<file path="config.mk">
export PLATFORM = sky130hd
export DESIGN_NAME = hex_slave_flat
export DESIGN_NICKNAME = d
export VERILOG_FILES = /design/src/design/soc_pkg.sv /design/src/design/apb_if.sv /design/src/design/hex_slave.sv /design/src/flat_wrapper.sv
export SDC_FILE = /design/constraint.sdc
export NUM_CORES = 1
export LEC_CHECK = 0
export ABC_AREA = 1
export ABC_CLOCK_PERIOD_IN_PS = 3450
export BUFFER_PORTS_ARGS = -buffer_cell sky130_fd_sc_hd__buf_2
export CAP_MARGIN = 40
export CORE_MARGIN = 3
export CORE_UTILIZATION = 54
export CTS_CLUSTER_DIAMETER = 60
export DETAILED_ROUTE_END_ITERATION = 7
export GPL_ROUTABILITY_DRIVEN = 0
export PLACE_DENSITY_LB_ADDON = 0.12
export SLEW_MARGIN = 20
export SYNTH_ARGS = -nofsm -noshare
export SYNTH_HDL_FRONTEND = slang
export SYNTH_SLANG_ARGS = --single-unit
</file>
<file path="constraint.sdc">
create_clock -name clk -period 3.45 [get_ports clk]
set_clock_uncertainty 0.05 [all_clocks]
set_input_delay 0.1725 -clock clk [delete_from_list [all_inputs] [get_ports clk]]
set_output_delay 0.1725 -clock clk [all_outputs]
set_load 0.1 [all_outputs]
</file>
<file path="src/design/soc_pkg.sv">
package soc_pkg;
    localparam int ADDR_W     = 12;
    localparam int DATA_W     = 32;
    localparam int POR_CYCLES = 16;
    localparam int POR_CNT_W  = $clog2(POR_CYCLES);
    localparam int RAM_WORDS  = 256;
    localparam int RAM_AW     = $clog2(RAM_WORDS);
    localparam int WIN_AW     = 8;  // Each peripheral owns a 256-byte window.

    localparam logic [ADDR_W-1:0] GPIO_BASE = 12'h400;
    localparam logic [ADDR_W-1:0] HEX_BASE  = 12'h500;
    localparam logic [ADDR_W-1:0] EXTI_BASE = 12'h600;

    localparam int GPIO_NUM = 10;
    localparam int EXTI_NUM = 12;
    localparam int HEX_NUM  = 6;

    localparam logic [WIN_AW-1:0] REG_GPIO_OUT  = 8'h00;
    localparam logic [WIN_AW-1:0] REG_GPIO_DIR  = 8'h04;
    localparam logic [WIN_AW-1:0] REG_GPIO_IN   = 8'h08;
    localparam logic [WIN_AW-1:0] REG_HEX_VAL   = 8'h00;
    localparam logic [WIN_AW-1:0] REG_HEX_BLANK = 8'h04;
    localparam logic [WIN_AW-1:0] REG_EXTI_EN   = 8'h00;
    localparam logic [WIN_AW-1:0] REG_EXTI_PEND = 8'h04;

    typedef enum logic [2:0] {
        slv_ram,
        slv_gpio,
        slv_hex,
        slv_exti,
        slv_none
    } slave_e;

    // Segments are active low, ordered gfedcba.
    function automatic logic [6:0] seg7_encode(input logic [3:0] val);
        logic [6:0] seg;
        case (val)
            4'h0: seg = 7'h40;
            4'h1: seg = 7'h79;
            4'h2: seg = 7'h24;
            4'h3: seg = 7'h30;
            4'h4: seg = 7'h19;
            4'h5: seg = 7'h12;
            4'h6: seg = 7'h02;
            4'h7: seg = 7'h78;
            4'h8: seg = 7'h00;
            4'h9: seg = 7'h10;
            4'ha: seg = 7'h08;
            4'hb: seg = 7'h03;
            4'hc: seg = 7'h46;
            4'hd: seg = 7'h21;
            4'he: seg = 7'h06;
            default: seg = 7'h0e;
        endcase
        return seg;
    endfunction
endpackage
</file>
<file path="src/design/apb_if.sv">
`timescale 1ns/1ps

interface apb_if #(
    parameter int ADDR_W = soc_pkg::ADDR_W,
    parameter int DATA_W = soc_pkg::DATA_W
);
    logic              psel;
    logic              penable;
    logic              pwrite;
    logic [ADDR_W-1:0] paddr;
    logic [DATA_W-1:0] pwdata;
    logic [DATA_W-1:0] prdata;
    logic              pready;
    logic              pslverr;

    modport manager (
        output psel, penable, pwrite, paddr, pwdata,
        input  prdata, pready, pslverr
    );

    modport completer (
        input  psel, penable, pwrite, paddr, pwdata,
        output prdata, pready, pslverr
    );
endinterface

</file>
<file path="src/design/hex_slave.sv">
`timescale 1ns/1ps

module hex_slave (
    input  logic                          clk,
    input  logic                          rst_n,
    apb_if.completer                      bus,
    output logic [7*soc_pkg::HEX_NUM-1:0] seg
);
    import soc_pkg::*;

    logic [4*HEX_NUM-1:0] val_q;
    logic [HEX_NUM-1:0]   blank_q;
    logic                 wr_en;

    assign wr_en = bus.psel && bus.penable && bus.pwrite;

    always_ff @(posedge clk or negedge rst_n) begin
        if (!rst_n) begin
            val_q   <= '0;
            blank_q <= '1;  // Display starts dark.
        end else if (wr_en) begin
            if (bus.paddr[WIN_AW-1:0] == REG_HEX_VAL)
                val_q <= bus.pwdata[4*HEX_NUM-1:0];
            if (bus.paddr[WIN_AW-1:0] == REG_HEX_BLANK)
                blank_q <= bus.pwdata[HEX_NUM-1:0];
        end
    end

    always_comb begin
        case (bus.paddr[WIN_AW-1:0])
            REG_HEX_VAL:   bus.prdata = DATA_W'(val_q);
            REG_HEX_BLANK: bus.prdata = DATA_W'(blank_q);
            default:       bus.prdata = '0;
        endcase
    end

    for (genvar i = 0; i < HEX_NUM; i++) begin : g_digit
        assign seg[7*i +: 7] = blank_q[i] ? 7'h7f : seg7_encode(val_q[4*i +: 4]);
    end

    assign bus.pready  = bus.psel && bus.penable;
    assign bus.pslverr = 1'b0;
endmodule

</file>
<file path="src/flat_wrapper.sv">
// flat-port wrapper written by rule: the top's interface ports become plain ports
module hex_slave_flat import soc_pkg::*;
  (clk, rst_n, seg, bus_psel, bus_penable, bus_pwrite, bus_paddr, bus_pwdata, bus_prdata, bus_pready, bus_pslverr);
  apb_if bus_i ();
  input  logic clk;
  input  logic rst_n;
  output logic [7*soc_pkg::HEX_NUM-1:0] seg;
  input wire logic [$bits(bus_i.psel)-1:0] bus_psel;
  input wire logic [$bits(bus_i.penable)-1:0] bus_penable;
  input wire logic [$bits(bus_i.pwrite)-1:0] bus_pwrite;
  input wire logic [$bits(bus_i.paddr)-1:0] bus_paddr;
  input wire logic [$bits(bus_i.pwdata)-1:0] bus_pwdata;
  output wire logic [$bits(bus_i.prdata)-1:0] bus_prdata;
  output wire logic [$bits(bus_i.pready)-1:0] bus_pready;
  output wire logic [$bits(bus_i.pslverr)-1:0] bus_pslverr;
  assign bus_i.psel = bus_psel;
  assign bus_i.penable = bus_penable;
  assign bus_i.pwrite = bus_pwrite;
  assign bus_i.paddr = bus_paddr;
  assign bus_i.pwdata = bus_pwdata;
  assign bus_prdata = bus_i.prdata;
  assign bus_pready = bus_i.pready;
  assign bus_pslverr = bus_i.pslverr;
  hex_slave u_core (.clk(clk), .rst_n(rst_n), .bus(bus_i), .seg(seg));
endmodule
</file>
==> results.cfg, run 1 <==
[hold_path]
hold-path-cell-count = 3
hold_class = in -> reg

[synth]
yosysUniqueCellTypes = 24
syn-cell-area_sq_um = 3098
yosys-top-cells-area = dfrtp_1, ha_1, nand2_1, nand3_1, inv_1
avgSynthCellArea_sq_um = 6.662
yosys_warnings = 0
ys_seq_area_frac = 0.2447
synth_top_area_frac = 0.1939
synth_top_cell_by_area = dfrtp_1
syn_inst = 465
ys_seq_elements = 30

[drt]
post_drt_wl_per_cell_um = 12.27
drt-pass1-iter-count = 4
drt_iter0_markers = 244
antenna_left = 0
drc = 0
viasPerCell = 5.257
num_vias = 3317
wl_um = 7742

[layout]
finish.utilization = 0.6918
n_antenna_cell = 0
fin_area_sq_um = 3691
fin_nets = 651
syn2layout_area_growth_pct = 19.14
layout_commonest_cell = nand2_1
final_cell_mix = nand2_1, buf_2, nand3_1, inv_1, ha_1
drive_gt1_frac = 0.2210
instances_no_fill = 631

[clocking]
cts_made_buffers = 5
clock_sinks = 30
cts_hold_buf = 1
cts_tree = yes
cts-root-buf = clkbuf_8
path_clk_slew_ns = 0.07
h-tree-depth = 2
clockBufferDepth = 2
postCtsResizedCells = 0
post-cts-setup-buffers = 0
clk_latency_ns = 0.27

[global_route]
antenna_found_initial = 0
grt_pass1_vias = 3031
grt_pass1_wl_um = 12830
grt_usage = 0.2348
grt_max_degree = 33
gr-total-overflow = 0

[sta]
timing.fmax_mhz = 460.6
setup_viol = 0
rsz0062_at_grt = false
relSlewSlack = 0.5432
hold_viol_final = 0
fin_crit_sh = 0.6293
finalMaxSlewViolations = 0
worst_pin_slew_ns = 0.6852
setup_tns_ns = 0
layout_min_cycle_time_ns = 2.171

[die]
die_area_sq_um = 6681
ios = 125
core_sq_um = 5335
fp.dieH_um = 81.74
die_w_um = 81.74
rows = 26
start_util = 0.5807

[job]
cap_violations = 0

[worst_setup_path]
reg2reg_setup_slack_ns = 2.63
critPathLaunch = u_core.val_q[13]
startpoint_type = flop
crit_end = seg[24]
critical_path_required_ns = 3.23
criticalPathCategory = reg -> out
cp-end-kind = primary output
worst-path-max-fanout = 7
rr_endpoint = u_core.val_q[2]
r2r-start = u_core.val_q[2]
crit_arrival_ns = 1.95
ff2ff_path_depth = 2

[placed_design]
numPortBuffers = 103
placed_cells = 622
place_hpwl_um = 5842
post_dp_cell_area_sq_um = 3571

[pwr]
switchingPower_mw = 0.3961
ir_worst_vdd_v = 0.0002277
p_clk_frac = 0.346
p_per_area_nw_per_um2 = 275.7
sequentialPowerShare = 0.361
p_leak_nw = 2.073
p_int_mw = 0.6216
p_sw_frac = 0.3892
total_power_mw = 1.018
combPwrFrac = 0.292

[outcome]
status = complete, no violations
[cells in the mapped netlist]
library cell  instances
o21ai_1               1
o21ai_0              35
buf_2                 8
clkinv_1              5
nor2_1               29
nand3b_1              3
nand2_4               1
conb_1                1
clkbuf_1              2
o211ai_1             17
buf_6                 2
nor2_8                1
nand2_1             139
nand3_1              69
dfrtp_1              24
nand2_2               2
inv_2                 1
a21oi_1               8
dfstp_2               6
nor2_2                2
ha_1                 42
inv_1                48
buf_4                13
nand4_1               6
[power by group through the flow]
| stage | Combinational, mW | Clock [mW] | Sequential [mW] |
|---|---|---|---|
| finish | 0.298 | 0.353 | 0.368 |
| global route | 0.313 | 0.379 | 0.369 |
| CTS | 0.298 | 0.359 | 0.367 |
| detailed placement | 0.297 | 0 | 0.374 |
| global placement | 0.295 | 0 | 0.374 |
| floorplan | 0.250 | 0 | 0.370 |
[worst min-delay path by stage]
stage	end	from
after floorplan	u_core.val_q[0]	rst_n
after global placement	u_core.val_q[0]	rst_n
after detailed placement	u_core.val_q[0]	rst_n
after CTS	u_core.val_q[8]	bus_pwdata[8]
after global routing	u_core.blank_q[0]	bus_pwdata[0]
final	u_core.val_q[8]	bus_pwdata[8]
[metal layers]
layer | share of wire | track usage
met5 | 0 | 0
met4 | 0.0046 | 0.04651
met3 | 0.070 | 0.05373
met2 | 0.48 | 0.4241
met1 | 0.44 | 0.2843
[state kept, by name, summed over array words and instances (netlist names)]
register	flops
u_core.blank_q	6
u_core.val_q	24
[final cells by class]
class	count	area, sq um
clock buffers	6	72.57
well taps	70	87.58
multi-input cells	364	1999
repair buffers	105	533.0
inverters	54	202.7
flip-flops and latches	30	758.2
clock inverters	2	37.54
fillers	509	1644
[per-stage QoR]
step / hold WS (ns) / setup slack [ns]
finish: 0.06694 / 1.279
global route: 0.06867 / 1.071
CTS: 0.06649 / 1.285
detailed placement: 0.2028 / 1.433
global placement: 0.1968 / 1.478
floorplan: -0.1731 / 0.3272
[worst max-delay path: stages (launching register included)]
cell     delay (ns)
dfrtp_1        0.46
inv_1          0.15
ha_1           0.31
o21ai_0        0.18
nand2_1        0.07
nand3_1        0.06
buf_2          0.42
[kinds of logic (layout without fill, tap and decap cells)]
| family | Yosys count | after routing | share of synthesized area |
|---|---|---|---|
| AND/OR/NAND/NOR | 252 | 252 | 0.3526 |
| buffers and inverters | 79 | 167 | 0.1195 |
| AO/OA/AOI/OAI | 61 | 61 | 0.1123 |
| adder cells (fa/ha/maj) | 42 | 42 | 0.1696 |
| flip-flops | 30 | 30 | 0.2448 |
| other | 1 | 9 | 0.001210 |
No activity file was read; power rests on OpenSTA's default activity.
==> run 2, diff against run 1 <==
--- a/config.mk
+++ b/config.mk
@@ -6,11 +6,11 @@
 export NUM_CORES = 1
 export LEC_CHECK = 0
 export ABC_AREA = 1
-export ABC_CLOCK_PERIOD_IN_PS = 3450
+export ABC_CLOCK_PERIOD_IN_PS = 2000
 export BUFFER_PORTS_ARGS = -buffer_cell sky130_fd_sc_hd__buf_2
 export CAP_MARGIN = 40
 export CORE_MARGIN = 3
-export CORE_UTILIZATION = 54
+export CORE_UTILIZATION = 50
 export CTS_CLUSTER_DIAMETER = 60
 export DETAILED_ROUTE_END_ITERATION = 7
 export GPL_ROUTABILITY_DRIVEN = 0
==> constraint.sdc (replaced) <==
create_clock -name clk -period 2 [get_ports clk]
set_clock_uncertainty 0.05 [all_clocks]
set_input_delay 0.1 -clock clk [delete_from_list [all_inputs] [get_ports clk]]
set_output_delay 0.1 -clock clk [all_outputs]
set_load 0.1 [all_outputs]
==> run 2 against run 1 <==
Against the previous run:
- sequential share of layout area down 3.8 points
- via count up 2.6%
- setup slack lost 1.2 ns
- utilization is 7.9 points higher
- die area increased by 7.4%
- routed wire length up 9.6%
- sequential power is 73% higher
- critical path type unchanged
- critical endpoint is now seg[6]
==> results.cfg, run 2 (same netlist as run 1, synthesis figures left out) <==
[layout]
n_antenna_cell = 0
syn2layout_area_growth_pct = 48.10
largest_register_ffs = 24
instances_no_fill = 649
drive_gt1_frac = 0.3188
final_cell_mix = nand2_1, nand3_1, buf_2, inv_1, buf_12
layout_commonest_cell = nand2_1
fin_nets = 664
reg_top3 = u_core.val_q (24), u_core.blank_q (6)
largest-register = u_core.val_q
finish.utilization = 0.7704

[sta]
fin_crit_sh = 0.9597
relSlewSlack = 0.5628
hold_viol_final = 0
finalMaxSlewViolations = 0
worst_pin_slew_ns = 0.6558
timing.fmax_mhz = 521.0
layout_min_cycle_time_ns = 1.919
setup_viol = 0

[pwr]
p_sw_frac = 0.4010
ir_worst_vdd_v = 0.0003278
sequentialPowerShare = 0.364
p_per_area_nw_per_um2 = 381.8
p_int_mw = 1.049
combPwrFrac = 0.345
switchingPower_mw = 0.7024
p_leak_nw = 2.236
p_clk_frac = 0.291

[worst_setup_path]
startpoint_type = flop
criticalPathCategory = reg -> out
critical_path_required_ns = 1.85
cp-end-kind = primary output
rr_endpoint = u_core.val_q[10]
ff2ff_path_depth = 2
crit_arrival_ns = 1.77
r2r-start = u_core.val_q[10]
reg2reg_setup_slack_ns = 1.17
worst-path-max-fanout = 6

[drt]
wl_um = 8482
antenna_left = 0
post_drt_wl_per_cell_um = 13.07
drt_iter0_markers = 214
drc = 0
num_vias = 3403
drt-pass1-iter-count = 5
viasPerCell = 5.243

[hold_path]
hold-path-cell-count = 3
hp-start = bus_pwdata[23]
hold_class = in -> reg
min_to = u_core.val_q[23]

[die]
rows = 28
die_area_sq_um = 7177
ios = 125
core_sq_um = 5956
fp.dieH_um = 84.72
start_util = 0.5202
die_w_um = 84.72

[job]
cap_violations = 0

[clocking]
h-tree-depth = 2
cts_tree = yes
clock_sinks = 30
cts-root-buf = clkbuf_8
clk_latency_ns = 0.28
path_clk_slew_ns = 0.07
cts_made_buffers = 5
clockBufferDepth = 2

[global_route]
grt_pass1_wl_um = 14360
grt_pass1_vias = 3252
antenna_found_initial = 0
grt_usage = 0.2349
gr-total-overflow = 0
grt_max_degree = 31

[outcome]
status = complete, no violations

[placed_design]
numPortBuffers = 103
placed_cells = 629
place_hpwl_um = 6435
## run 2: routing by layer
metal	wire length (um)	part of all wire	global-route usage	up-vias
met4	85	0.010	0.04748	0
met2	4287	0.51	0.4349	119
met1	3647	0.43	0.2859	1565
li1	-	-	-	1709
met3	462	0.054	0.03729	10
met5	0	0	0	-
## run 2: timing repair
action                                  4_1_cts  5_1_grt
endpoints found under the setup margin        4       31
hold buffers                                  9        0
resized for setup                             4       27
setup buffers                                 0        3
endpoints found under the hold margin        32        0
## run 2: layout make-up
| class | count | area (sq um) |
|---|---|---|
| Multi-Input combinational cell | 364 | 2166 |
| Fill cell | 437 | 1368 |
| Timing Repair Buffer | 118 | 1251 |
| Sequential cell | 30 | 769.5 |
| Inverter | 54 | 212.7 |
| Tap cell | 75 | 93.84 |
| Clock buffer | 6 | 82.58 |
| Clock inverter | 2 | 12.51 |
## run 2: worst max-delay path by stage
stage	end	start
after CTS	seg[14]	u_core.val_q[9]
after detailed placement	seg[19]	u_core.val_q[8]
after global placement	seg[32]	u_core.val_q[16]
after global routing	seg[38]	u_core.val_q[20]
after floorplan	seg[25]	u_core.val_q[13]
final	seg[6]	u_core.val_q[0]
## run 2: per-stage QoR
step / power [mW] / instance area [sq um] / hold slack, ns / setup slack (ns) / TNS, ns
floorplan: 1.077 / 3299 / -0.2456 / -0.3718 / -3.338
CTS: 1.747 / 4513 / 0.0002987 / 0.005233 / 0
global route: 1.815 / 4588 / 0.009398 / -0.01518 / -0.01518
detailed placement: 1.227 / 4318 / 0.1156 / 0.2712 / 0
global placement: 1.220 / 4318 / 0.1160 / 0.3123 / 0
finish: 1.752 / 4588 / 0.00001019 / 0.08067 / 0
## run 2: worst max-delay path, cell delays in order (launching register included)
cell	delay, ns
dfrtp_2	0.48
ha_1	0.24
nand2_1	0.10
o21ai_0	0.10
a21oi_1	0.16
o21ai_1	0.11
clkbuf_4	0.29
## run 2: power by group through the flow
| stage | clock network, mW | logic, mW | registers, mW |
|---|---|---|---|
| after global routing | 0.543 | 0.633 | 0.639 |
| after CTS | 0.515 | 0.596 | 0.636 |
| after detailed placement | 0 | 0.580 | 0.647 |
| after global placement | 0 | 0.574 | 0.646 |
| final | 0.511 | 0.604 | 0.637 |
| after floorplan | 0 | 0.437 | 0.639 |
==> run 3, diff against run 2 <==
==> constraint.sdc (replaced) <==
create_clock -name clk -period 2 [get_ports clk]
set_clock_uncertainty 0.05 [all_clocks]
set_input_delay 0.1 -clock clk [delete_from_list [all_inputs] [get_ports clk]]
set_output_delay 0.1 -clock clk [all_outputs]
set_load 0.05 [all_outputs]
==> run 3 against run 2 <==
Against the previous run:
- first-iteration DRC count grew 11%
- via count shrank 2.3%
- largest power group unchanged
- final area shrank 17%
- critical path type unchanged
==> results.cfg, run 3 (same netlist as run 1, synthesis figures left out) <==
[layout]
fin_nets = 661
regArea_sq_um = 763.2
n_antenna_cell = 0
largest_register_ffs = 24
nFillCells = 577
largest-register = u_core.val_q
final_cell_mix = nand2_1, buf_2, nand3_1, inv_1, ha_1
instances_no_fill = 646
drive_gt1_frac = 0.2347
syn2layout_area_growth_pct = 22.66
layout_commonest_cell = nand2_1
multi_input_area_sq_um = 1999
reg_top3 = u_core.val_q (24), u_core.blank_q (6)
finish.utilization = 0.6380

[global_route]
grt_max_degree = 31
grt_pass1_wl_um = 13410
grt_pass1_vias = 3054
grt_usage = 0.2214
antenna_found_initial = 0
gr-total-overflow = 0

[clocking]
post-cts-setup-buffers = 0
clock_sinks = 30
path_clk_slew_ns = 0.06
cts_made_buffers = 5
clk_latency_ns = 0.28
cts_tree = yes
h-tree-depth = 2
cts-root-buf = clkbuf_8
clockBufferDepth = 2

[sta]
hold_ws_ns = 0.004055
timing.fmax_mhz = 532.1
worst_pin_slew_ns = 0.6599
hold_viol_final = 0
setup_viol = 0
fin_crit_sh = 0.9396
layout_min_cycle_time_ns = 1.879
setup_tns_ns = 0
finalMaxSlewViolations = 0
rsz0062_at_grt = false
relSlewSlack = 0.5601

[worst_setup_path]
reg2reg_setup_slack_ns = 1.14
critPathTopFamily = flip-flops
startpoint_type = flop
worst_path_largest_cell_delay_ns = 0.47
ff2ff_path_depth = 2
cp-end-kind = primary output
r2r-start = u_core.val_q[10]
crit_buf_inv = 2
cp_slowest_cell = dfrtp_1
crit_arrival_ns = 1.73
criticalPathCategory = reg -> out
worst-path-max-fanout = 7
rr_endpoint = u_core.val_q[10]
crit_path_cell_trace = inv_1 > ha_1 > nand3b_1 > nand4_1 > clkbuf_4
critical_path_required_ns = 1.85

[pwr]
p_per_area_nw_per_um2 = 396.4
p_leak_nw = 2.103
total_power_mw = 1.506
ir_worst_vdd_v = 0.0002828

[hold_path]
min_to = u_core.val_q[13]
hold-path-cell-count = 3
hold_class = in -> reg
hp-start = bus_pwdata[13]

[die]
start_util = 0.5202
fp.dieH_um = 84.72
rows = 28
die_w_um = 84.72
die_area_sq_um = 7177
ios = 125
core_sq_um = 5956

[job]
cap_violations = 0

[placed_design]
place_hpwl_um = 6006
numPortBuffers = 103
placed_cells = 630

[drt]
num_vias = 3324
antenna_left = 0
drt_iter0_markers = 238
drt-pass1-iter-count = 5
post_drt_wl_per_cell_um = 12.24
drc = 0
viasPerCell = 5.146
wl_um = 7906

[outcome]
status = complete, no violations
[run 3: cell count changes in the layout (fill, tap and decap cells not counted), sizes merged]
cell         change
clkinvlp         -2
clkbuf           -2
dlygate4sd3      -1
inv              +2
[run 3: layout make-up]
cell class / count / share of cell area
Sequential cell: 30 / 0.2009
Inverter: 54 / 0.05334
Clock buffer: 6 / 0.02173
Multi-Input combinational cell: 364 / 0.5262
Timing Repair Buffer: 115 / 0.1699
Clock inverter: 2 / 0.003293
Tap cell: 75 / 0.02470
[run 3: per-stage QoR]
step | instance area, sq um | setup WS (ns)
6_report | 3800 | 0.1207
5_1_grt | 3800 | 0.001962
4_1_cts | 3775 | 0.08301
3_5_place_dp | 3600 | 0.3946
3_3_place_gp | 3600 | 0.3904
2_1_floorplan | 3128 | 0.1316
[run 3: worst max-delay path by stage]
stage                 startpoint       endpoint  slack, ns  cells past startpoint
6_report         u_core.val_q[9]        seg[17]       0.12                      5
5_1_grt         u_core.val_q[16]        seg[31]      0.002                      6
4_1_cts          u_core.val_q[1]         seg[3]       0.08                      6
3_5_place_dp     u_core.val_q[1]         seg[3]       0.39                      6
3_3_place_gp     u_core.val_q[1]         seg[3]       0.39                      6
2_1_floorplan  u_core.blank_q[1]  bus_prdata[1]       0.13                      2
[run 3: metal layers]
layer,track usage,share of wire
met1,0.2909,0.43
met2,0.3744,0.49
met3,0.02944,0.059
met4,0.07482,0.024
met5,0,0
[run 3: repair_timing]
item,in CTS,in global routing
setup endpoints to repair,0,10
resized for setup,0,14
hold endpoints to repair,31,0
hold buffers,8,0
[run 3: where the power goes]
part / internal, mW / total (mW) / switching [mW]
clock: 0.276 / 0.511 / 0.235
sequential: 0.618 / 0.635 / 0.0173
combinational: 0.0968 / 0.360 / 0.264
[run 3: worst reg2reg max path: stages (launching register included)]
cell and delay (ns):
dfrtp_1 0.51, nand2_1 0.14, nand2_1 0.05
