===== src/design/soc_pkg.sv =====
package soc_pkg;
    localparam int ADDR_W     = 12;
    localparam int DATA_W     = 32;
    localparam int POR_CYCLES = 16;
    localparam int POR_CNT_W  = $clog2(POR_CYCLES);
    localparam int RAM_WORDS  = 256;
    localparam int RAM_AW     = $clog2(RAM_WORDS);
    localparam int WIN_AW     = 8;  // Each peripheral owns a 256-byte window.

    localparam logic [ADDR_W-1:0] GPIO_BASE = 12'h400;
    localparam logic [ADDR_W-1:0] HEX_BASE  = 12'h500;
    localparam logic [ADDR_W-1:0] EXTI_BASE = 12'h600;

    localparam int GPIO_NUM = 10;
    localparam int EXTI_NUM = 12;
    localparam int HEX_NUM  = 6;

    localparam logic [WIN_AW-1:0] REG_GPIO_OUT  = 8'h00;
    localparam logic [WIN_AW-1:0] REG_GPIO_DIR  = 8'h04;
    localparam logic [WIN_AW-1:0] REG_GPIO_IN   = 8'h08;
    localparam logic [WIN_AW-1:0] REG_HEX_VAL   = 8'h00;
    localparam logic [WIN_AW-1:0] REG_HEX_BLANK = 8'h04;
    localparam logic [WIN_AW-1:0] REG_EXTI_EN   = 8'h00;
    localparam logic [WIN_AW-1:0] REG_EXTI_PEND = 8'h04;

    typedef enum logic [2:0] {
        slv_ram,
        slv_gpio,
        slv_hex,
        slv_exti,
        slv_none
    } slave_e;

    // Segments are active low, ordered gfedcba.
    function automatic logic [6:0] seg7_encode(input logic [3:0] val);
        logic [6:0] seg;
        case (val)
            4'h0: seg = 7'h40;
            4'h1: seg = 7'h79;
            4'h2: seg = 7'h24;
            4'h3: seg = 7'h30;
            4'h4: seg = 7'h19;
            4'h5: seg = 7'h12;
            4'h6: seg = 7'h02;
            4'h7: seg = 7'h78;
            4'h8: seg = 7'h00;
            4'h9: seg = 7'h10;
            4'ha: seg = 7'h08;
            4'hb: seg = 7'h03;
            4'hc: seg = 7'h46;
            4'hd: seg = 7'h21;
            4'he: seg = 7'h06;
            default: seg = 7'h0e;
        endcase
        return seg;
    endfunction
endpackage

===== src/design/apb_if.sv =====
`timescale 1ns/1ps

interface apb_if #(
    parameter int ADDR_W = soc_pkg::ADDR_W,
    parameter int DATA_W = soc_pkg::DATA_W
);
    logic              psel;
    logic              penable;
    logic              pwrite;
    logic [ADDR_W-1:0] paddr;
    logic [DATA_W-1:0] pwdata;
    logic [DATA_W-1:0] prdata;
    logic              pready;
    logic              pslverr;

    modport manager (
        output psel, penable, pwrite, paddr, pwdata,
        input  prdata, pready, pslverr
    );

    modport completer (
        input  psel, penable, pwrite, paddr, pwdata,
        output prdata, pready, pslverr
    );
endinterface


===== src/design/gpio_slave.sv =====
`timescale 1ns/1ps

module gpio_slave (
    input  logic                         clk,
    input  logic                         rst_n,
    apb_if.completer                     bus,
    input  logic [soc_pkg::GPIO_NUM-1:0] pins_in,
    output logic [soc_pkg::GPIO_NUM-1:0] pins_out,
    output logic [soc_pkg::GPIO_NUM-1:0] pins_oe
);
    import soc_pkg::*;

    logic [GPIO_NUM-1:0] out_q;
    logic [GPIO_NUM-1:0] dir_q;
    logic [GPIO_NUM-1:0] sync1_q;
    logic [GPIO_NUM-1:0] sync2_q;
    logic                wr_en;

    assign wr_en = bus.psel && bus.penable && bus.pwrite;

    always_ff @(posedge clk or negedge rst_n) begin
        if (!rst_n) begin
            out_q   <= '0;
            dir_q   <= '0;  // All pins start as inputs.
            sync1_q <= '0;
            sync2_q <= '0;
        end else begin
            sync1_q <= pins_in;
            sync2_q <= sync1_q;
            if (wr_en && bus.paddr[WIN_AW-1:0] == REG_GPIO_OUT)
                out_q <= bus.pwdata[GPIO_NUM-1:0];
            if (wr_en && bus.paddr[WIN_AW-1:0] == REG_GPIO_DIR)
                dir_q <= bus.pwdata[GPIO_NUM-1:0];
        end
    end

    always_comb begin
        case (bus.paddr[WIN_AW-1:0])
            REG_GPIO_OUT: bus.prdata = DATA_W'(out_q);
            REG_GPIO_DIR: bus.prdata = DATA_W'(dir_q);
            REG_GPIO_IN:  bus.prdata = DATA_W'(sync2_q);
            default:      bus.prdata = '0;
        endcase
    end

    assign bus.pready  = bus.psel && bus.penable;
    assign bus.pslverr = 1'b0;
    assign pins_out    = out_q;
    assign pins_oe     = dir_q;
endmodule


===== src/flat_wrapper.sv =====
// flat-port wrapper written by rule: the top's interface ports become plain ports
module gpio_slave_flat import soc_pkg::*;
  (clk, rst_n, pins_in, pins_out, pins_oe, bus_psel, bus_penable, bus_pwrite, bus_paddr, bus_pwdata, bus_prdata, bus_pready, bus_pslverr);
  apb_if bus_i ();
  input  logic clk;
  input  logic rst_n;
  input  logic [soc_pkg::GPIO_NUM-1:0] pins_in;
  output logic [soc_pkg::GPIO_NUM-1:0] pins_out;
  output logic [soc_pkg::GPIO_NUM-1:0] pins_oe;
  input wire logic [$bits(bus_i.psel)-1:0] bus_psel;
  input wire logic [$bits(bus_i.penable)-1:0] bus_penable;
  input wire logic [$bits(bus_i.pwrite)-1:0] bus_pwrite;
  input wire logic [$bits(bus_i.paddr)-1:0] bus_paddr;
  input wire logic [$bits(bus_i.pwdata)-1:0] bus_pwdata;
  output wire logic [$bits(bus_i.prdata)-1:0] bus_prdata;
  output wire logic [$bits(bus_i.pready)-1:0] bus_pready;
  output wire logic [$bits(bus_i.pslverr)-1:0] bus_pslverr;
  assign bus_i.psel = bus_psel;
  assign bus_i.penable = bus_penable;
  assign bus_i.pwrite = bus_pwrite;
  assign bus_i.paddr = bus_paddr;
  assign bus_i.pwdata = bus_pwdata;
  assign bus_prdata = bus_i.prdata;
  assign bus_pready = bus_i.pready;
  assign bus_pslverr = bus_i.pslverr;
  gpio_slave u_core (.clk(clk), .rst_n(rst_n), .bus(bus_i), .pins_in(pins_in), .pins_out(pins_out), .pins_oe(pins_oe));
endmodule

===== config.mk =====
export PLATFORM = sky130hd
export DESIGN_NAME = gpio_slave_flat
export DESIGN_NICKNAME = d
export VERILOG_FILES = /design/src/design/soc_pkg.sv /design/src/design/apb_if.sv /design/src/design/gpio_slave.sv /design/src/flat_wrapper.sv
export SDC_FILE = /design/constraint.sdc
export NUM_CORES = 1
export LEC_CHECK = 0
export ABC_CLOCK_PERIOD_IN_PS = 1400
export BUFFER_PORTS_ARGS = -buffer_cell sky130_fd_sc_hd__buf_4
export CELL_PAD_IN_SITES_DETAIL_PLACEMENT = 1
export CELL_PAD_IN_SITES_GLOBAL_PLACEMENT = 1
export CORE_ASPECT_RATIO = 0.75
export CORE_MARGIN = 2
export CORE_UTILIZATION = 31
export CTS_CLUSTER_DIAMETER = 40
export DETAILED_ROUTE_END_ITERATION = 8
export PLACE_DENSITY = 0.91
export SETUP_SLACK_MARGIN = 0.5
export SYNTH_ARGS = -nofsm -noshare
export SYNTH_HDL_FRONTEND = slang
export SYNTH_SLANG_ARGS = --single-unit
export TNS_END_PERCENT = 1

===== constraint.sdc =====
create_clock -name clk -period 1.4 [get_ports clk]
set_input_delay 0.07 -clock clk [delete_from_list [all_inputs] [get_ports clk]]
set_output_delay 0.07 -clock clk [all_outputs]
set_load 0.02 [all_outputs]

==> impl_metrics.ini, run 1 <==
[setup_path]
path_class = reg -> out
cp.arrival_ps = 1360
worstPathMaxFanout = 3
crit_required_ps = 1330
start_kind = flip-flop
cpLargestDelayFamily = flip-flops
r2r_setup_slack_ps = 500
crit_slowest_cell = dfrtp_1
cpPeakStageDelay_ps = 410
critPathCaptureType = primary output
worstPathCellList = mux2i_1 -> or2_2 -> a21oi_2 -> buf_6
crit_buf_inv = 1

[min_path]
hold_path_class = in -> reg

[logic_synthesis]
synth_cell_type_count = 18
synth_mux_area_frac = 0.185
synth_top_cell_by_area = dfrtp_1
synth_area_um2 = 1760
yosys.area_share.adder = 0
synth_seq_area_share = 0.569
syn_inst = 137
synth_most_common_cell = dfrtp_1
yosys.area_share.simple = 0.107
synth-edff-count = 0
synth_top_area_frac = 0.569
syn_avg_cell_area_um2 = 12.8
synth_top_family_by_area = multiplexers
async_flop_share = 1.00
synth_area_leaders = dfrtp_1, mux2_2, buf_4
synth_xor_area_frac = 0
synthTopCellsByCount = dfrtp_1, buf_4, mux2_2
synth-compound-area-share = 0.0284
ys_ff_latch = 40
synth_top_flop_cell = dfrtp_1
yosys_warnings = 0

[cts]
cts-htree-levels = 2
clk_pin_slew_ps = 80
cts_buffer_depth = 2
cts_tree = yes
cts.sinks = 40
root_buffer = clkbuf_8
cts_inserted_buffers = 5
clock_latency_ps = 290

[drt]
drc = 0
vias = 1322
dr.pass1.iters = 3
drt-initial-drc-count = 42
postRouteAntennaNets = 0
via_per_inst = 4.33
wirelength_mm = 4.97
wl_per_cell_um = 16.3

[floorplan]
start_util = 0.325
core_area_um2 = 5410
fp.dieArea_um2 = 6300
die_h_um = 69.3
pin_count = 113
std_cell_rows = 23
die_x_um = 91.0

[timing]
worst_slack_ps = -29.7
max_slew_margin = 0.660
hold_viol = 0
period_share = 1.02
min_period_ps = 1430
holdWs_ps = 22.6
grt_setup_unrepaired = yes
max_freq_mhz = 699
slew_viol_final = 0
finalSetupViolations = 15
worstMarginPinSlew_ps = 510
clock_skew_ps = 9.55

[power]
power_w = 0.00244
power_density_nw_per_um2 = 861
vdd_drop_max_v = 0.000469
leakagePower_nw = 1.36

[final_layout]
diodes = 0
seqCellArea_um2 = 1000
finalCoreUtilization = 0.523
final_area_um2 = 2830
nets = 288
multiInputGateArea_um2 = 774
drive_gt1_frac = 0.570
fill_cells = 596
syn2layout_area_growth_pct = 60.8

[grt]
antenna_found_initial = 0
gr-total-overflow = 0
grt_max_degree = 41
track_usage = 0.150
grt_pass1_vias = 1413
grt_pass1_wl_mm = 7.42

[place]
place_area_um2 = 2300
gp_congestion = 0.807
dp_slack_ps = -298
hpwlAfterDp_mm = 3.23
port-buffer-count = 63

[run_status]
status = finished, violations left
violations = setup timing

[run]
max_cap_viol_count = 0
-- cell families after synthesis --
group	count (synthesis)
buffers and inverters	28
AO/OA/AOI/OAI	10
multiplexers	30
flip-flops	40
other	1
AND/OR/NAND/NOR	28
-- final timing paths --
kind / start / to / depth (start not counted)
max in group asynchronous: rst_n / u_core.pins_out[0]$_DFFE_PN0P_ / 2
hold reg to reg: u_core.sync1_q[9]$_DFF_PN0_ / u_core.sync2_q[9]$_DFF_PN0_ / 0
min in group asynchronous: rst_n / u_core.sync2_q[3]$_DFF_PN0_ / 2
hold / removal: bus_pwdata[3] / u_core.pins_oe[3]$_DFFE_PN0P_ / 2
setup reg to reg: u_core.pins_oe[0]$_DFFE_PN0P_ / u_core.pins_oe[0]$_DFFE_PN0P_ / 2
setup / recovery: u_core.pins_oe[2]$_DFFE_PN0P_ / bus_prdata[2] / 4
-- layout by cell type (no fill, tap or decap) --
cell type      synthesis  layout
buf_4                 23      44
dfrtp_1               40      40
buf_6                  0      31
conb_1                 1      23
mux2_4                 0      15
dlygate4sd3_1          0      11
mux2i_1               10      10
nand2_1               10      10
or2_2                 12       9
a21oi_2                0       8
mux2_2                19       5
clkbuf_8               0       5
or2_4                  0       4
buf_12                 0       3
a21oi_4                0       2
nor4_4                 2       2
nor2b_1                1       1
or4_4                  1       1
and2_1                 1       1
inv_1                  1       1
nand4b_1               1       1
clkinv_2               0       1
clkbuf_1               2       1
bufinv_16              0       1
-- cell type report --
class                           count  share of cell area
Clock buffer                        6              0.0256
Clock inverter                      2              0.0124
Inverter                            1             0.00133
Multi-Input combinational cell     92               0.274
Tap cell                           75              0.0332
Sequential cell                    40               0.354
Timing Repair Buffer               89               0.300
-- through the flow --
step           cells  setup TNS (ps)
4_1_cts          297            -210
6_report         305            -210
5_1_grt          305            -877
3_3_place_gp     275           -6340
3_5_place_dp     275           -7120
2_1_floorplan    159           -5810
-- worst register-to-register path, delay by kind of cell (launching register included) --
family                 cells  cell delay (ps)
buffers and inverters      1              150
multiplexers               1              260
flip-flops                 1              390
-- flip-flops by register name, summed over array words and instances, names as in the netlist --
signal	cells
u_core.pins_oe	10
u_core.sync2_q	10
u_core.pins_out	10
u_core.sync1_q	10
-- routing by layer --
metal  vias up  global-route usage  part of all wire
met1       662               0.192              0.43
li1        597                   -                 -
met2        58               0.254              0.51
met4         0              0.0253            0.0052
met3         5              0.0457             0.058
met5         -                   0                 0
-- repair_timing --
action,in CTS,in global routing
setup endpoints to repair,50,50
buffers inserted,2,8
hold buffers,11,0
resized for setup,36,26
pin swaps,3,2
gates cloned,1,0
hold endpoints to repair,50,0
-- power by group --
part	leakage [nW]	total (W)	switching [W]	internal, W
Clock	0.0552	0.000925	0.000395	0.000529
Sequential	0.512	0.00121	0.0000156	0.00119
Combinational	0.792	0.000306	0.000166	0.000140
Total	1.36	0.00244	0.000577	0.00186
Note: power is estimated with default switching activity, not from simulation.
==> run 2: changes to the inputs <==
--- a/config.mk
+++ b/config.mk
@@ -5,16 +5,16 @@
 export SDC_FILE = /design/constraint.sdc
 export NUM_CORES = 1
 export LEC_CHECK = 0
-export ABC_CLOCK_PERIOD_IN_PS = 1400
+export ABC_CLOCK_PERIOD_IN_PS = 1220
 export BUFFER_PORTS_ARGS = -buffer_cell sky130_fd_sc_hd__buf_4
 export CELL_PAD_IN_SITES_DETAIL_PLACEMENT = 1
 export CELL_PAD_IN_SITES_GLOBAL_PLACEMENT = 1
 export CORE_ASPECT_RATIO = 0.75
 export CORE_MARGIN = 2
-export CORE_UTILIZATION = 31
+export CORE_UTILIZATION = 28
 export CTS_CLUSTER_DIAMETER = 40
 export DETAILED_ROUTE_END_ITERATION = 8
-export PLACE_DENSITY = 0.91
+export PLACE_DENSITY = 0.87
 export SETUP_SLACK_MARGIN = 0.5
 export SYNTH_ARGS = -nofsm -noshare
 export SYNTH_HDL_FRONTEND = slang
==> constraint.sdc (replaced) <==
create_clock -name clk -period 1.22 [get_ports clk]
set_input_delay 0.061 -clock clk [delete_from_list [all_inputs] [get_ports clk]]
set_output_delay 0.061 -clock clk [all_outputs]
set_load 0.02 [all_outputs]
==> impl_metrics.ini, run 2 (synthesis results as in run 1) <==
[cts]
clock_latency_ps = 290
clk_pin_slew_ps = 80
root_buffer = clkbuf_8
cts.sinks = 40
cts_buffer_depth = 2
cts-htree-levels = 2
cts_tree = yes
hold_buffers = 11
cts_inserted_buffers = 5

[grt]
track_usage = 0.134
busiest_layer = met2
grt_pass1_vias = 1319
grt_util_met2 = 0.218
use_met3 = 0.0403
gr-total-overflow = 0
grt_pass1_wl_mm = 6.80
grt_max_degree = 41
grt_use_met1 = 0.172
antenna_found_initial = 0

[timing]
clock_skew_ps = 4.23
worstMarginPinSlew_ps = 500
worst_slack_ps = -214
max_freq_mhz = 697
min_period_ps = 1430
grt_setup_unrepaired = yes
finalSetupViolations = 30
slew_viol_final = 0
hold_viol = 0
period_share = 1.18
max_slew_margin = 0.667

[final_layout]
fill_cells = 650
stdcell_count = 316
layout_common_cells = buf_4, dfrtp_1, buf_6
final_common_cell = buf_4
syn2layout_area_growth_pct = 63.8
nets = 296
drive_gt1_frac = 0.584
finalCoreUtilization = 0.485
diodes = 0

[place]
port-buffer-count = 63
gp_congestion = 0.734
hpwlAfterDp_mm = 3.13
dpl.cell_count = 278

[floorplan]
core_area_um2 = 5950
die_x_um = 95.6
die_h_um = 72.7
pin_count = 113
fp.dieArea_um2 = 6940
start_util = 0.296
std_cell_rows = 24

[drt]
postRouteAntennaNets = 0
wirelength_mm = 4.77
dr.pass1.iters = 4
via_per_inst = 4.25
wl_per_cell_um = 15.1
drt-initial-drc-count = 16
drc = 0
vias = 1344

[min_path]
whs_path_depth = 2
hold_path_end = u_core.pins_out[5]$_DFFE_PN0P_
min_from = bus_pwdata[5]
hold_path_class = in -> reg

[run]
max_cap_viol_count = 0

[setup_path]
start_kind = flip-flop
cp.arrival_ps = 1370
reg2reg_to = u_core.pins_out[4]$_DFFE_PN0P_
crit_required_ps = 1160
path_class = reg -> out
r2r_setup_slack_ps = 200
r2r_start = u_core.pins_out[4]$_DFFE_PN0P_
worstPathMaxFanout = 3
worst_r2r_path_depth = 3
critPathCaptureType = primary output

[power]
leakagePower_nw = 1.40
power_w = 0.00280
power_density_nw_per_um2 = 970
vdd_drop_max_v = 0.000497

[run_status]
status = finished, violations left
violations = setup timing
run 2: cell types whose count changed in the layout (fill, tap and decap cells not counted):
| cell | change |
|---|---|
| buf_4 | +15 |
| buf_6 | -7 |
| mux2_2 | -3 |
| mux2_4 | +3 |
| or2_2 | -2 |
| or2_4 | +2 |
run 2: routing by layer:
metal,vias to the layer above,routed length (µm)
li1,609,-
met3,3,402
met5,-,0
met1,670,1910
met2,62,2410
met4,0,43
run 2: worst max-delay path, stage by stage (launching register included):
cell	delay [ps]
dfrtp_1	420
mux2i_1	100
or2_2	290
a21oi_2	120
buf_4	150
run 2: worst max-delay path by stage:
| stage | from | to | slack, ps | depth (start not counted) |
|---|---|---|---|---|
| 6_report | u_core.pins_out[8]$_DFFE_PN0P_ | bus_prdata[8] | -210 | 4 |
| 4_1_cts | bus_paddr[0] | bus_prdata[7] | -200 | 5 |
| 2_1_floorplan | bus_paddr[7] | u_core.pins_oe[0]$_DFFE_PN0P_ | -390 | 3 |
| 3_3_place_gp | bus_paddr[7] | u_core.pins_oe[2]$_DFFE_PN0P_ | -420 | 5 |
| 3_5_place_dp | bus_paddr[7] | u_core.pins_out[8]$_DFFE_PN0P_ | -460 | 5 |
| 5_1_grt | u_core.pins_out[8]$_DFFE_PN0P_ | bus_prdata[8] | -260 | 4 |
run 2: final cells by class:
type	count	area, µm²	share of cell area
tap	78	97.6	0.0338
sequential	40	1000	0.347
timing repair buffer	97	883	0.306
clock inverter	2	35.0	0.0121
inverter	1	3.75	0.00130
multi-input combinational	92	791	0.274
clock buffer	6	72.6	0.0252
run 2: what timing repair did:
action | in CTS | in global routing
pin swaps | 2 | 7
gates cloned | 1 | 0
endpoints found under the hold margin | 50 | 4
buffers inserted | 2 | 16
gates resized for setup | 36 | 24
endpoints found under the setup margin | 50 | 50
run 2: power breakdown:
| group | switching (W) | total, W | internal [W] |
|---|---|---|---|
| Sequential | 0.0000170 | 0.00138 | 0.00137 |
| Combinational | 0.000188 | 0.000352 | 0.000165 |
| Clock | 0.000454 | 0.00106 | 0.000607 |
| Total | 0.000659 | 0.00280 | 0.00214 |
run 2: metrics by stage:
stage	area, µm²	worst slack [ps]	setup TNS, ps	hold WS, ps
finish	2880	-214	-4370	6.96
global placement	2300	-424	-11430	51.9
detailed placement	2300	-457	-12090	69.2
CTS	2670	-199	-4330	4.76
floorplan	1840	-395	-10850	-235
global route	2880	-263	-5070	-4.57
==> run 3: changes to the inputs <==
--- a/config.mk
+++ b/config.mk
@@ -9,13 +9,12 @@
 export BUFFER_PORTS_ARGS = -buffer_cell sky130_fd_sc_hd__buf_4
 export CELL_PAD_IN_SITES_DETAIL_PLACEMENT = 1
 export CELL_PAD_IN_SITES_GLOBAL_PLACEMENT = 1
-export CORE_ASPECT_RATIO = 0.75
 export CORE_MARGIN = 2
 export CORE_UTILIZATION = 28
 export CTS_CLUSTER_DIAMETER = 40
 export DETAILED_ROUTE_END_ITERATION = 8
 export PLACE_DENSITY = 0.87
-export SETUP_SLACK_MARGIN = 0.5
+export SETUP_SLACK_MARGIN = 0.3
 export SYNTH_ARGS = -nofsm -noshare
 export SYNTH_HDL_FRONTEND = slang
 export SYNTH_SLANG_ARGS = --single-unit
==> impl_metrics.ini, run 3 (synthesis results as in run 1) <==
[grt]
grt_pass1_wl_mm = 7.91
antenna_found_initial = 0
track_usage = 0.145
gr-total-overflow = 0
grt_pass1_vias = 1511
grt_max_degree = 41

[timing]
max_freq_mhz = 701
worst_slack_ps = -208
min_period_ps = 1430
slew_viol_final = 0
hold_viol = 0
grt_setup_unrepaired = yes
finalSetupViolations = 30
clock_skew_ps = 1.49
period_share = 1.17

[setup_path]
reg2reg_to = u_core.pins_oe[2]$_DFFE_PN0P_
r2r_start = u_core.pins_oe[2]$_DFFE_PN0P_
start_kind = primary input
worstPathMaxFanout = 5
critPathCaptureType = primary output
crit_required_ps = 1160
worst_r2r_path_depth = 3
path_class = in -> out
r2r_setup_slack_ps = 180
cp.arrival_ps = 1370

[floorplan]
core_area_um2 = 5990
pin_count = 113
std_cell_rows = 28
start_util = 0.294
fp.dieArea_um2 = 6940
die_x_um = 83.3
die_h_um = 83.3

[place]
place_area_um2 = 2300
hpwlAfterDp_mm = 3.30
gp_congestion = 0.752
port-buffer-count = 63
dpl.cell_count = 275

[min_path]
hold_path_end = u_core.pins_oe[7]$_DFFE_PN0P_
hold_path_class = in -> reg
whs_path_depth = 2
min_from = bus_pwdata[7]

[final_layout]
final_common_cell = buf_4
syn2layout_area_growth_pct = 70.8
drive_gt1_frac = 0.602
fill_cells = 639
diodes = 0
stdcell_count = 324
layout_common_cells = buf_4, dfrtp_1, buf_6
final_area_um2 = 3010
nets = 307

[drt]
wirelength_mm = 5.15
drc = 0
dr.pass1.iters = 3
wl_per_cell_um = 15.9
postRouteAntennaNets = 0
vias = 1387
via_per_inst = 4.28
drt-initial-drc-count = 24

[cts]
clk_pin_slew_ps = 80
root_buffer = clkbuf_8
cts-htree-levels = 2
clock_latency_ps = 290
cts_tree = yes
cts.sinks = 40
cts_buffer_depth = 2
cts_inserted_buffers = 5

[run_status]
status = finished, violations left
violations = setup timing

[power]
leakagePower_nw = 1.47
vdd_drop_max_v = 0.000608
power_density_nw_per_um2 = 883
power_w = 0.00266

[run]
max_cap_viol_count = 0
run 3: cell types whose count changed in the layout (fill, tap and decap cells not counted), sizes merged:
cell	delta
buf	+10
bufinv	-1
clkinv	+1
dlygate4sd3	+1
run 3: routing by layer:
metal | track usage | share of wire
met1 | 0.168 | 0.37
met2 | 0.263 | 0.54
met5 | 0 | 0
met4 | 0.0358 | 0.0095
met3 | 0.0417 | 0.075
run 3: layout make-up:
type                            instances  area, µm²  area share
Sequential cell                        40       1000       0.333
Tap cell                               75       93.8      0.0312
Clock inverter                          2       10.0     0.00333
Inverter                                1       3.75     0.00125
Multi-Input combinational cell         92        791       0.263
Clock buffer                            6       82.6      0.0275
Timing Repair Buffer                  108       1020       0.341
run 3: through the flow:
stage	hold slack, ps	setup TNS [ps]	setup slack [ps]	utilization
final	11.0	-4540	-208	0.502
after global routing	-1.54	-5150	-232	0.502
after CTS	5.32	-4430	-194	0.448
after detailed placement	66.0	-12220	-471	0.383
after global placement	54.0	-11460	-427	0.383
after floorplan	-235	-10850	-395	-
run 3: worst max-delay path by stage:
stage / from / to / depth (start not counted)
after global routing: u_core.pins_out[2]$_DFFE_PN0P_ / bus_prdata[2] / 4
final: bus_paddr[0] / bus_prdata[2] / 5
after CTS: bus_paddr[0] / bus_prdata[2] / 5
after detailed placement: bus_paddr[7] / u_core.pins_out[2]$_DFFE_PN0P_ / 5
after global placement: bus_paddr[7] / u_core.pins_oe[4]$_DFFE_PN0P_ / 5
after floorplan: bus_paddr[7] / u_core.pins_oe[0]$_DFFE_PN0P_ / 3
run 3: repair_timing:
| item | 4_1_cts | 5_1_grt |
|---|---|---|
| hold endpoints to repair | 50 | 2 |
| endpoints found under the setup margin | 47 | 50 |
| cloned | 1 | 0 |
| gates resized for setup | 39 | 38 |
| hold buffers | 11 | 1 |
| setup buffers | 5 | 23 |
| pin swaps | 2 | 9 |
run 3: report_power, final:
group / total [W] / leakage (nW) / switching (W) / internal [W]
combinational: 0.000369 / 0.911 / 0.000194 / 0.000175
sequential: 0.00138 / 0.512 / 0.0000167 / 0.00137
clock: 0.000902 / 0.0510 / 0.000451 / 0.000451
run 3: worst max-delay path, stage by stage:
cell and delay [ps]:
buf_6 90, or4_4 590, or2_4 310, a21oi_2 170
buf_6 140
